<file path="src/logic/hsalign_settings.svh">
`ifndef HSALIGN_SETTINGS_SVH
`define HSALIGN_SETTINGS_SVH

// bus geometry
`define HSA_ADR_W 6
`define HSA_DAT_W 32
`define HSA_SEL_W 4

// alignment datapath widths
`define HSA_IDELAY_W 6
`define HSA_INTERVAL_W 24
`define HSA_COUNT_W 25

// cycles from autotrain rising to the OSERDES reset release
`define HSA_AUTOTRAIN_DLY 16

// control bits after reset, in ctrl_state_t field order (only oserdes_rst set)
`define HSA_CTRL_RST_VALUE 6'b01_0000

`endif

</file>
<file path="src/logic/hsalign_pkg.sv">
`include "hsalign_settings.svh"

package hsalign_pkg;

    typedef logic [`HSA_DAT_W-1:0] word_t;
    typedef logic [`HSA_INTERVAL_W-1:0] interval_t;
    typedef logic [`HSA_COUNT_W-1:0] count_t;

    // register map, COUT channel at 0x00 and DOUT channel at 0x10
    typedef enum logic [`HSA_ADR_W-1:0] {
        REG_COUT_CTRL   = 6'h00,
        REG_COUT_IDELAY = 6'h04,
        REG_COUT_COUNT  = 6'h08,
        REG_COUT_DATA   = 6'h0C,
        REG_DOUT_CTRL   = 6'h10,
        REG_DOUT_IDELAY = 6'h14,
        REG_DOUT_COUNT  = 6'h18,
        REG_DOUT_DATA   = 6'h1C
    } hsalign_reg_e;

    typedef enum logic [1:0] {
        IDLE,
        TASK,
        ACK
    } bus_state_e;

    // last accepted bus request, 43 bits
    typedef struct packed {
        logic [`HSA_ADR_W-1:0] adr;
        logic                  we;
        logic [`HSA_SEL_W-1:0] sel;
        word_t                 dat;
    } bus_req_t;

    // control word layout
    // bit 2   iserdes_rst (shared)
    // bit 4   oserdes_rst (shared)
    // bit 7   dout_phase, reads 0 on COUT
    // bit 8/9 enable of the addressed channel, both copies
    // bit 10  cin_train (shared)
    // everything else reads 0
    typedef struct packed {
        logic iserdes_rst;
        logic oserdes_rst;
        logic cin_train;
        logic cout_en;
        logic dout_en;
        logic dout_phase;
    } ctrl_state_t;

endpackage

</file>
<file path="src/logic/hsalign_align_engine.sv">
`timescale 1ns/1ps
`include "hsalign_settings.svh"

module hsalign_align_engine import hsalign_pkg::*; (
    input  logic                     sysclk_i,
    input  logic                     wb_rst_i,
    input  bus_req_t                 req_i,
    input  logic                     task_i,
    input  logic                     commit_i,
    input  logic                     cout_biterr_i,
    input  logic                     dout_biterr_i,
    output logic                     idelay_cout_load_o,
    output logic                     idelay_dout_load_o,
    output logic [`HSA_IDELAY_W-1:0] idelay_value_o,
    output logic                     iserdes_cout_bitslip_o,
    output logic                     iserdes_dout_bitslip_o,
    output logic                     cout_capture_o,
    output logic                     dout_capture_o,
    output logic                     cout_captured_o,
    output count_t                   count_o
);

    logic task_q;
    logic use_dout_q;
    logic err_q;
    logic interval_load;

    // strobes straight off the task cycle
    assign idelay_cout_load_o     = task_i && req_i.we && req_i.adr == REG_COUT_IDELAY;
    assign idelay_dout_load_o     = task_i && req_i.we && req_i.adr == REG_DOUT_IDELAY;
    assign iserdes_cout_bitslip_o = task_i && req_i.we && req_i.adr == REG_COUT_DATA;
    assign iserdes_dout_bitslip_o = task_i && req_i.we && req_i.adr == REG_DOUT_DATA;
    assign cout_capture_o         = task_i && !req_i.we && req_i.adr == REG_COUT_DATA;
    assign dout_capture_o         = task_i && !req_i.we && req_i.adr == REG_DOUT_DATA;
    // one shared tap value for both channels
    assign idelay_value_o         = req_i.dat[`HSA_IDELAY_W-1:0];

    // interval write to either count register
    assign interval_load = task_i && req_i.we &&
                           (req_i.adr == REG_COUT_COUNT || req_i.adr == REG_DOUT_COUNT);

    always_ff @(posedge sysclk_i) begin
        if (wb_rst_i) begin
            task_q     <= 1'b0;
            use_dout_q <= 1'b0;
        end else begin
            task_q <= task_i;
            // the interval write also picks the channel
            if (interval_load) use_dout_q <= (req_i.adr == REG_DOUT_COUNT);
        end
    end

    // registered error of the selected channel
    always_ff @(posedge sysclk_i) begin
        err_q <= use_dout_q ? dout_biterr_i : cout_biterr_i;
    end

    // ack of a task access
    assign cout_captured_o = commit_i && task_q;

    hsalign_biterr_counter u_biterr_counter (
        .sysclk_i   (sysclk_i),
        .wb_rst_i   (wb_rst_i),
        .err_i      (err_q),
        .interval_i (req_i.dat[`HSA_INTERVAL_W-1:0]),
        .load_i     (interval_load),
        .count_o    (count_o)
    );

endmodule

</file>
<file path="src/logic/hsalign_biterr_counter.sv">
`timescale 1ns/1ps

module hsalign_biterr_counter import hsalign_pkg::*; (
    input  logic      sysclk_i,
    input  logic      wb_rst_i,
    input  logic      err_i,
    input  interval_t interval_i,
    input  logic      load_i,
    output count_t    count_o
);

    interval_t interval_q;
    interval_t timer_q;
    count_t    run_q;
    count_t    count_q;
    logic      window_end;

    // last cycle of the current window
    assign window_end = (timer_q == interval_q - interval_t'(1));

    always_ff @(posedge sysclk_i) begin
        if (wb_rst_i) begin
            interval_q <= '0;
            timer_q    <= '0;
            run_q      <= '0;
            count_q    <= '0;
        end else if (load_i) begin
            // fresh window with the new length
            interval_q <= interval_i;
            timer_q    <= '0;
            run_q      <= '0;
        end else if (interval_q != '0) begin
            if (window_end) begin
                // publish and restart
                count_q <= run_q + count_t'(err_i);
                run_q   <= '0;
                timer_q <= '0;
            end else begin
                run_q   <= run_q + count_t'(err_i);
                timer_q <= timer_q + interval_t'(1);
            end
        end
    end

    assign count_o = count_q;

endmodule

</file>
<file path="src/logic/hsalign_bus_port.sv">
`timescale 1ns/1ps
`include "hsalign_settings.svh"

module hsalign_bus_port import hsalign_pkg::*; (
    input  logic                    sysclk_i,
    input  logic                    wb_rst_i,
    input  logic                    wb_cyc_i,
    input  logic                    wb_stb_i,
    input  logic                    wb_we_i,
    input  logic [`HSA_ADR_W-1:0]   wb_adr_i,
    input  logic [`HSA_SEL_W-1:0]   wb_sel_i,
    input  logic [`HSA_DAT_W-1:0]   wb_dat_i,
    input  ctrl_state_t             ctrl_i,
    input  logic [`HSA_IDELAY_W-1:0] idelay_cout_current_i,
    input  logic [`HSA_IDELAY_W-1:0] idelay_dout_current_i,
    input  logic [31:0]             cout_data_i,
    input  logic [7:0]              dout_data_i,
    input  count_t                  count_i,
    output logic                    wb_ack_o,
    output logic [`HSA_DAT_W-1:0]   wb_dat_o,
    output bus_req_t                req_o,
    output logic                    task_o,
    output logic                    commit_o
);

    bus_state_e state_q;
    bus_req_t   req_q;
    word_t      dat_q;
    logic       accept;

    // counter, data and IDELAY-write accesses need the extra task cycle
    function automatic logic is_task_access(logic [`HSA_ADR_W-1:0] adr, logic we);
        case (adr)
            REG_COUT_COUNT, REG_DOUT_COUNT,
            REG_COUT_DATA, REG_DOUT_DATA: return 1'b1;
            REG_COUT_IDELAY, REG_DOUT_IDELAY: return we;
            default: return 1'b0;
        endcase
    endfunction

    // control readback, channel specific bits spliced over the shared ones
    function automatic word_t ctrl_word(ctrl_state_t c, logic dout_sel);
        word_t w;
        w = '0;
        w[2] = c.iserdes_rst;
        w[4] = c.oserdes_rst;
        w[7] = dout_sel & c.dout_phase;
        w[8] = dout_sel ? c.dout_en : c.cout_en;
        w[9] = w[8];
        w[10] = c.cin_train;
        return w;
    endfunction

    assign accept = (state_q == IDLE) && wb_cyc_i && wb_stb_i;

    ////////////////////////////////////////
    // state machine
    ////////////////////////////////////////
    always_ff @(posedge sysclk_i) begin
        if (wb_rst_i) begin
            state_q <= IDLE;
        end else begin
            case (state_q)
                IDLE: if (accept) state_q <= is_task_access(wb_adr_i, wb_we_i) ? TASK : ACK;
                TASK: state_q <= ACK;
                default: state_q <= IDLE;
            endcase
        end
    end

    // hold the request, write data merged byte by byte
    always_ff @(posedge sysclk_i) begin
        if (accept) begin
            req_q.adr <= wb_adr_i;
            req_q.we  <= wb_we_i;
            req_q.sel <= wb_sel_i;
            for (int b = 0; b < `HSA_SEL_W; b++) begin
                if (wb_sel_i[b]) req_q.dat[8*b +: 8] <= wb_dat_i[8*b +: 8];
            end
        end
    end

    ////////////////////////////////////////
    // read data
    ////////////////////////////////////////
    always_ff @(posedge sysclk_i) begin
        if (accept && !wb_we_i) begin
            // static values are taken right at acceptance
            case (wb_adr_i)
                REG_COUT_CTRL:   dat_q <= ctrl_word(ctrl_i, 1'b0);
                REG_DOUT_CTRL:   dat_q <= ctrl_word(ctrl_i, 1'b1);
                REG_COUT_IDELAY: dat_q <= word_t'(idelay_cout_current_i);
                REG_DOUT_IDELAY: dat_q <= word_t'(idelay_dout_current_i);
                default:         dat_q <= '0;
            endcase
        end else if (state_q == TASK && !req_q.we) begin
            // counter and captured data come in during the task cycle
            case (req_q.adr)
                REG_COUT_COUNT, REG_DOUT_COUNT: dat_q <= word_t'(count_i);
                REG_COUT_DATA: dat_q <= word_t'(cout_data_i);
                REG_DOUT_DATA: dat_q <= word_t'(dout_data_i);
                default:       dat_q <= '0;
            endcase
        end
    end

    assign wb_ack_o = (state_q == ACK);
    assign wb_dat_o = dat_q;
    assign req_o    = req_q;
    assign task_o   = (state_q == TASK);
    assign commit_o = (state_q == ACK);

endmodule

</file>
<file path="src/logic/hsalign_ctrl_regs.sv">
`timescale 1ns/1ps
`include "hsalign_settings.svh"

module hsalign_ctrl_regs import hsalign_pkg::*; (
    input  logic        sysclk_i,
    input  logic        wb_rst_i,
    input  bus_req_t    req_i,
    input  logic        commit_i,
    input  logic        surf_live_i,
    input  logic        surf_autotrain_en_i,
    output ctrl_state_t ctrl_o
);

    ctrl_state_t                   ctrl_q;
    logic [`HSA_AUTOTRAIN_DLY-1:0] train_dly_q;
    logic                          live_q;
    logic                          ctrl_wr;
    logic                          live_fall;
    logic                          train_release;

    // either control address hits the shared bits
    assign ctrl_wr = commit_i && req_i.we &&
                     (req_i.adr == REG_COUT_CTRL || req_i.adr == REG_DOUT_CTRL);

    // link went away, put the OSERDES back in reset
    assign live_fall = live_q && !surf_live_i;

    // autotrain as seen at the end of the delay line
    assign train_release = train_dly_q[`HSA_AUTOTRAIN_DLY-1];

    ////////////////////////////////////////
    // control bits
    ////////////////////////////////////////
    always_ff @(posedge sysclk_i) begin
        if (wb_rst_i) begin
            ctrl_q      <= ctrl_state_t'(`HSA_CTRL_RST_VALUE);
            train_dly_q <= '0;
            live_q      <= 1'b0;
        end else begin
            live_q      <= surf_live_i;
            train_dly_q <= {train_dly_q[`HSA_AUTOTRAIN_DLY-2:0], surf_autotrain_en_i};
            if (ctrl_wr) begin
                // byte 0 carries the resets and the capture phase
                if (req_i.sel[0]) begin
                    ctrl_q.iserdes_rst <= req_i.dat[2];
                    ctrl_q.oserdes_rst <= req_i.dat[4];
                    ctrl_q.dout_phase  <= req_i.dat[7];
                end
                // byte 1 carries training and the per-channel enable
                if (req_i.sel[1]) begin
                    ctrl_q.cin_train <= req_i.dat[10];
                    if (req_i.adr == REG_DOUT_CTRL)
                        ctrl_q.dout_en <= req_i.dat[8];
                    else
                        ctrl_q.cout_en <= req_i.dat[8];
                end
            end else begin
                // live drop wins over the autotrain release
                if (live_fall)
                    ctrl_q.oserdes_rst <= 1'b1;
                else if (train_release)
                    ctrl_q.oserdes_rst <= 1'b0;
                // autotrain turns training on right away
                if (surf_autotrain_en_i)
                    ctrl_q.cin_train <= 1'b1;
            end
        end
    end

    assign ctrl_o = ctrl_q;

endmodule

</file>
<file path="src/logic/hsalign_top.sv">
`timescale 1ns/1ps
`include "hsalign_settings.svh"

module hsalign_top import hsalign_pkg::*; (
    input  logic                     sysclk_i,
    input  logic                     wb_rst_i,
    input  logic                     wb_cyc_i,
    input  logic                     wb_stb_i,
    input  logic                     wb_we_i,
    input  logic [`HSA_ADR_W-1:0]    wb_adr_i,
    input  logic [`HSA_SEL_W-1:0]    wb_sel_i,
    input  logic [`HSA_DAT_W-1:0]    wb_dat_i,
    output logic                     wb_ack_o,
    output logic [`HSA_DAT_W-1:0]    wb_dat_o,
    input  logic                     surf_live_i,
    input  logic                     surf_autotrain_en_i,
    output logic                     idelay_cout_load_o,
    output logic                     idelay_dout_load_o,
    output logic [`HSA_IDELAY_W-1:0] idelay_value_o,
    input  logic [`HSA_IDELAY_W-1:0] idelay_cout_current_i,
    input  logic [`HSA_IDELAY_W-1:0] idelay_dout_current_i,
    output logic                     iserdes_cout_bitslip_o,
    output logic                     iserdes_dout_bitslip_o,
    input  logic [31:0]              cout_data_i,
    input  logic [7:0]               dout_data_i,
    output logic                     cout_capture_o,
    output logic                     dout_capture_o,
    output logic                     cout_captured_o,
    input  logic                     cout_biterr_i,
    input  logic                     dout_biterr_i,
    output logic                     iserdes_rst_o,
    output logic                     oserdes_rst_o,
    output logic                     cout_enable_o,
    output logic                     dout_enable_o,
    output logic                     dout_capture_phase_o,
    output logic                     cin_train_o,
    output logic                     mask_o
);

    bus_req_t    req;
    ctrl_state_t ctrl;
    count_t      count;
    logic        task_pulse;
    logic        commit_pulse;

    hsalign_bus_port u_bus_port (
        .sysclk_i              (sysclk_i),
        .wb_rst_i              (wb_rst_i),
        .wb_cyc_i              (wb_cyc_i),
        .wb_stb_i              (wb_stb_i),
        .wb_we_i               (wb_we_i),
        .wb_adr_i              (wb_adr_i),
        .wb_sel_i              (wb_sel_i),
        .wb_dat_i              (wb_dat_i),
        .ctrl_i                (ctrl),
        .idelay_cout_current_i (idelay_cout_current_i),
        .idelay_dout_current_i (idelay_dout_current_i),
        .cout_data_i           (cout_data_i),
        .dout_data_i           (dout_data_i),
        .count_i               (count),
        .wb_ack_o              (wb_ack_o),
        .wb_dat_o              (wb_dat_o),
        .req_o                 (req),
        .task_o                (task_pulse),
        .commit_o              (commit_pulse)
    );

    hsalign_ctrl_regs u_ctrl_regs (
        .sysclk_i            (sysclk_i),
        .wb_rst_i            (wb_rst_i),
        .req_i               (req),
        .commit_i            (commit_pulse),
        .surf_live_i         (surf_live_i),
        .surf_autotrain_en_i (surf_autotrain_en_i),
        .ctrl_o              (ctrl)
    );

    hsalign_align_engine u_align_engine (
        .sysclk_i               (sysclk_i),
        .wb_rst_i               (wb_rst_i),
        .req_i                  (req),
        .task_i                 (task_pulse),
        .commit_i               (commit_pulse),
        .cout_biterr_i          (cout_biterr_i),
        .dout_biterr_i          (dout_biterr_i),
        .idelay_cout_load_o     (idelay_cout_load_o),
        .idelay_dout_load_o     (idelay_dout_load_o),
        .idelay_value_o         (idelay_value_o),
        .iserdes_cout_bitslip_o (iserdes_cout_bitslip_o),
        .iserdes_dout_bitslip_o (iserdes_dout_bitslip_o),
        .cout_capture_o         (cout_capture_o),
        .dout_capture_o         (dout_capture_o),
        .cout_captured_o        (cout_captured_o),
        .count_o                (count)
    );

    // control bits out to the link
    assign iserdes_rst_o        = ctrl.iserdes_rst;
    assign oserdes_rst_o        = ctrl.oserdes_rst;
    assign cout_enable_o        = ctrl.cout_en;
    assign dout_enable_o        = ctrl.dout_en;
    assign dout_capture_phase_o = ctrl.dout_phase;
    assign cin_train_o          = ctrl.cin_train;
    // events masked until DOUT is enabled
    assign mask_o               = !ctrl.dout_en;

endmodule

</file>
<file path="config.mk">
export PLATFORM = sky130hd
export DESIGN_NAME = hsalign_top
export DESIGN_NICKNAME = d
export VERILOG_FILES = /design/src/logic/hsalign_pkg.sv /design/src/logic/hsalign_align_engine.sv /design/src/logic/hsalign_biterr_counter.sv /design/src/logic/hsalign_bus_port.sv /design/src/logic/hsalign_ctrl_regs.sv /design/src/logic/hsalign_top.sv
export VERILOG_INCLUDE_DIRS = /design/src /design/src/logic
export SDC_FILE = /design/constraint.sdc
export NUM_CORES = 1
export LEC_CHECK = 0
export BUFFER_PORTS_ARGS = -buffer_cell sky130_fd_sc_hd__clkbuf_2
export CORE_UTILIZATION = 51
export CTS_CLUSTER_SIZE = 40
export DETAILED_ROUTE_END_ITERATION = 16
export PLACE_DENSITY_LB_ADDON = 0.08
export SLEW_MARGIN = 30
export SYNTH_ARGS = -nofsm -noshare
export SYNTH_HDL_FRONTEND = slang
export SYNTH_SLANG_ARGS = --single-unit
</file>
<file path="constraint.sdc">
create_clock -name sysclk_i -period 3.3 [get_ports sysclk_i]
set_input_delay 0.165 -clock sysclk_i [delete_from_list [all_inputs] [get_ports sysclk_i]]
set_output_delay 0.165 -clock sysclk_i [all_outputs]
set_load 0.005 [all_outputs]
</file>
==> flow_metrics.env <==
export IMPL_yosys_warnings=0
export IMPL_swShare_pct=23.36
export IMPL_wl_per_cell_um=16.89
export IMPL_synth_top_area_share_pct=28.63
export IMPL_syn_area_um2=8810
export IMPL_synth_edf_count=65
export IMPL_gp_congestion=0.8652
export IMPL_grt_max_degree=77
export IMPL_finalCriticalPeriod_ns=3.141
export IMPL_p_int_w=0.003754
export IMPL_fin_skew_ns=0.01075
export IMPL_die_height_um=133.4
export IMPL_start_util_pct=52.75
export IMPL_comb_power_share_pct=4.7
export IMPL_grt_pass1_vias=6974
export IMPL_min_path_type="in2reg"
export IMPL_drt_iter0_markers=380
export IMPL_maxSlewViolCount=0
export IMPL_synth_xor_area_share_pct=7.257
export IMPL_syn_avg_cell_area_um2=9.442
export IMPL_drc=0
export IMPL_ys_ff_latch=191
export IMPL_clockRootBuffer="clkbuf_16"
export IMPL_p_leak_nw=4.071
export IMPL_p_seq_share_pct=51.3
export IMPL_grt_pass1_wl_um=35980
export IMPL_crit_arrival_ns=3.43
export IMPL_cts_max_path_buffers=2
export IMPL_ys_seq_area_share_pct=50.79
export IMPL_status="finished, final reports clean"
export IMPL_drtAntennaViolNets=0
export IMPL_nets=1211
export IMPL_min_period_over_period_pct=95.19
export IMPL_holdWs_ns=0.02473
export IMPL_slew_headroom_pct=46.42
export IMPL_fp_dieArea_um2=17800
export IMPL_synth_distinct_cells=63
export IMPL_cts_buffers=17
export IMPL_synth_nets=1040
export IMPL_drt_wl_total_um=22600
export IMPL_crit_type="reg2reg"
export IMPL_clk_pin_slew_worst_paths_ns=0.08
export IMPL_portBuffers=146
export IMPL_firstDrtPassIters=7
export IMPL_cp_end_kind="flip-flop"
export IMPL_powerDensity_nw_per_um2=452.3
export IMPL_syn_inst=933
export IMPL_crit_required_ns=3.59
export IMPL_hold_depth=2
export IMPL_reg2reg_depth=11
export IMPL_synthFlopType="dfxtp_1"
export IMPL_crit_path_start_kind="flip-flop"
export IMPL_clock_sinks=191
export IMPL_grt_usage_pct=26.17
export IMPL_finalSetupTns_ns=0
export IMPL_drive_above_1_share_pct=20.77
export IMPL_io_pins=156
export IMPL_synth_area_top_cells="dfxtp_1 (29%), edfxtp_1 (22%), nand2_1 (5.4%)"
export IMPL_vdd_drop_max_mv=0.3757
export IMPL_synthArstFlopShare_pct=0
export IMPL_synth_compound_area_share_pct=9.771
export IMPL_synthSimpleGateAreaFrac_pct=23.97
export IMPL_grt_ovfl_total=0
export IMPL_clk_latency_ns=0.44
export IMPL_cts_max_level=4
export IMPL_cp_max_fo=25
export IMPL_synthAdderAreaFrac_pct=0.5681
export IMPL_antenna_found_initial=2
export IMPL_max_freq_mhz=318.3
export IMPL_vias_per_cell=5.482
export IMPL_cts_setup_buffers=0
export IMPL_vias=7335
export IMPL_cap_violations=0
export IMPL_p_sw_w=0.001144
export IMPL_hpwl_um=15800
export IMPL_die_w_um=133.4
export IMPL_tritoncts="done"
export IMPL_worst_pin_slew_ns=0.8038
export IMPL_area_growth_pct=22.92
export IMPL_p_clk_share_pct=44.0
export IMPL_synth_top_family_by_area="simple AND/OR/NAND/NOR gates"
export IMPL_final_hold_violation_count=0
export IMPL_setup_viol=0
export IMPL_rows=47
export IMPL_core_area_um2=16700
export IMPL_synth_mux_area_fraction_pct=4.105
export IMPL_synth_largest_area_cell="dfxtp_1"
power by group through the flow:
stage	Clock (W)	Combinational, W	Sequential (W)
6_report	0.00216	0.000231	0.00251
5_1_grt	0.00229	0.000257	0.00252
4_1_cts	0.00219	0.000232	0.00251
3_5_place_dp	0	0.000198	0.00256
3_3_place_gp	0	0.000195	0.00256
2_1_floorplan	0	0.000105	0.00255
timing repair:
action / in CTS / in global routing
hold buffers: 34 / 0
gates resized for setup: 0 / 11
endpoints found under the setup margin: 0 / 73
endpoints found under the hold margin: 33 / 0
worst max-delay path, cell delays in order, from the launching register on:
cell,delay [ns]
dfxtp_1,0.50
nor3_1,0.13
buf_4,0.16
and2_0,0.23
o21a_1,0.20
or4b_2,0.60
o211ai_1,0.14
nand4_1,0.24
nor3_4,0.26
buf_12,0.24
mux2i_1,0.23
nor2_1,0.05
worst paths after layout:
path	from	end	slack, ns
hold / removal	cout_data_i[26]	u_bus_port.wb_dat_o[26]	0.02
hold reg to reg	u_ctrl_regs.train_dly_q[10]	u_ctrl_regs.train_dly_q[11]	0.44
setup / recovery	u_align_engine.u_biterr_counter.interval_q[4]	u_align_engine.u_biterr_counter.count_o[2]	0.16
setup reg to reg	u_align_engine.u_biterr_counter.interval_q[4]	u_align_engine.u_biterr_counter.count_o[2]	0.16
stage by stage:
step                setup WS, ns  utilization [%]  instance area, um2  total power (W)  instances
floorplan                 0.2513                -                8810         0.002655        933
global placement         0.02510            58.79                9818         0.002757       1271
detailed placement       0.04434            58.79                9818         0.002761       1271
CTS                      0.01611            64.51               10770         0.004930       1337
global route            -0.01793            64.84               10830         0.005064       1338
finish                    0.1587            64.84               10830         0.004898       1338
cells in the final DEF (no fill, tap or decap), types with 8 or more instances in the layout:
| cell type | count |
|---|---|
| a21oi_1 | 46 |
| a222oi_1 | 8 |
| a22oi_1 | 18 |
| a31oi_1 | 13 |
| and2_1 | 9 |
| and3_1 | 19 |
| buf_4 | 26 |
| clkbuf_16 | 17 |
| clkbuf_2 | 146 |
| dfxtp_1 | 124 |
| dlygate4sd3_1 | 34 |
| edfxtp_1 | 65 |
| inv_1 | 11 |
| mux2i_1 | 35 |
| nand2_1 | 127 |
| nand3_1 | 40 |
| nand4_1 | 16 |
| nor2_1 | 102 |
| nor2b_1 | 30 |
| nor3_1 | 27 |
| nor4_1 | 10 |
| o21ai_0 | 16 |
| o22ai_1 | 9 |
| xnor2_1 | 40 |
| xor2_1 | 33 |
Yosys cell counts, types with 2 or more instances:
cell / n
a222oi_1: 8
nand2b_1: 7
nor2_1: 102
buf_2: 6
o22ai_1: 9
inv_1: 11
o211ai_1: 4
o2bb2ai_1: 2
clkbuf_1: 39
and2_1: 9
and4_1: 2
nand3b_1: 5
o21bai_1: 2
xnor2_1: 40
and3_1: 19
a21oi_1: 46
buf_6: 3
nor2b_1: 30
nor3_1: 29
o21ai_0: 16
nor4_1: 12
edfxtp_1: 65
mux2i_1: 35
xor2_1: 33
or2_2: 3
a22oi_1: 18
nor3b_1: 3
nand4_1: 16
nand3_1: 40
buf_1: 4
a2111oi_0: 2
nand2_1: 127
ha_1: 4
or4_1: 2
or3_1: 5
or4_4: 2
nand4b_1: 5
a31oi_1: 13
dfxtp_1: 126
buf_4: 6
cells by family after synthesis:
kind of cell | after synthesis
mux | 36
fa+ha+maj | 4
buf+inv | 69
xor+xnor | 73
flops | 191
simple gates | 429
compound gates | 131
registers in the layout, summed over array words and instances, names as in the netlist:
name and flops:
u_align_engine.use_dout_q 1, u_bus_port.wb_dat_o 32, u_ctrl_regs.train_dly_q 16, u_ctrl_regs.live_q 1
u_align_engine.u_biterr_counter.run_q 25, u_align_engine.u_biterr_counter.count_o 25, u_align_engine.err_q 1, u_bus_port.state_q 2
u_align_engine.u_biterr_counter.interval_q 24, u_align_engine.task_q 1, u_bus_port.req_o 33, u_ctrl_regs.ctrl_o 6
u_align_engine.u_biterr_counter.timer_q 24
metal layers:
layer / global-route usage, % / wire (um)
met3: 6.393 / 1069
met2: 44.62 / 11300
met1: 31.95 / 9580
met5: 0 / 13
met4: 9.785 / 629
cell type report:
class | count | area (um2)
antenna | 1 | 2.502
clock buffer | 17 | 425.4
clock inverter | 15 | 190.2
fill | 1448 | 5872
inverter | 11 | 41.29
multi-input combinational | 673 | 4080
sequential | 191 | 4477
tap | 220 | 275.3
timing repair buffer | 210 | 1338
Power figures use the tool's default switching activity.
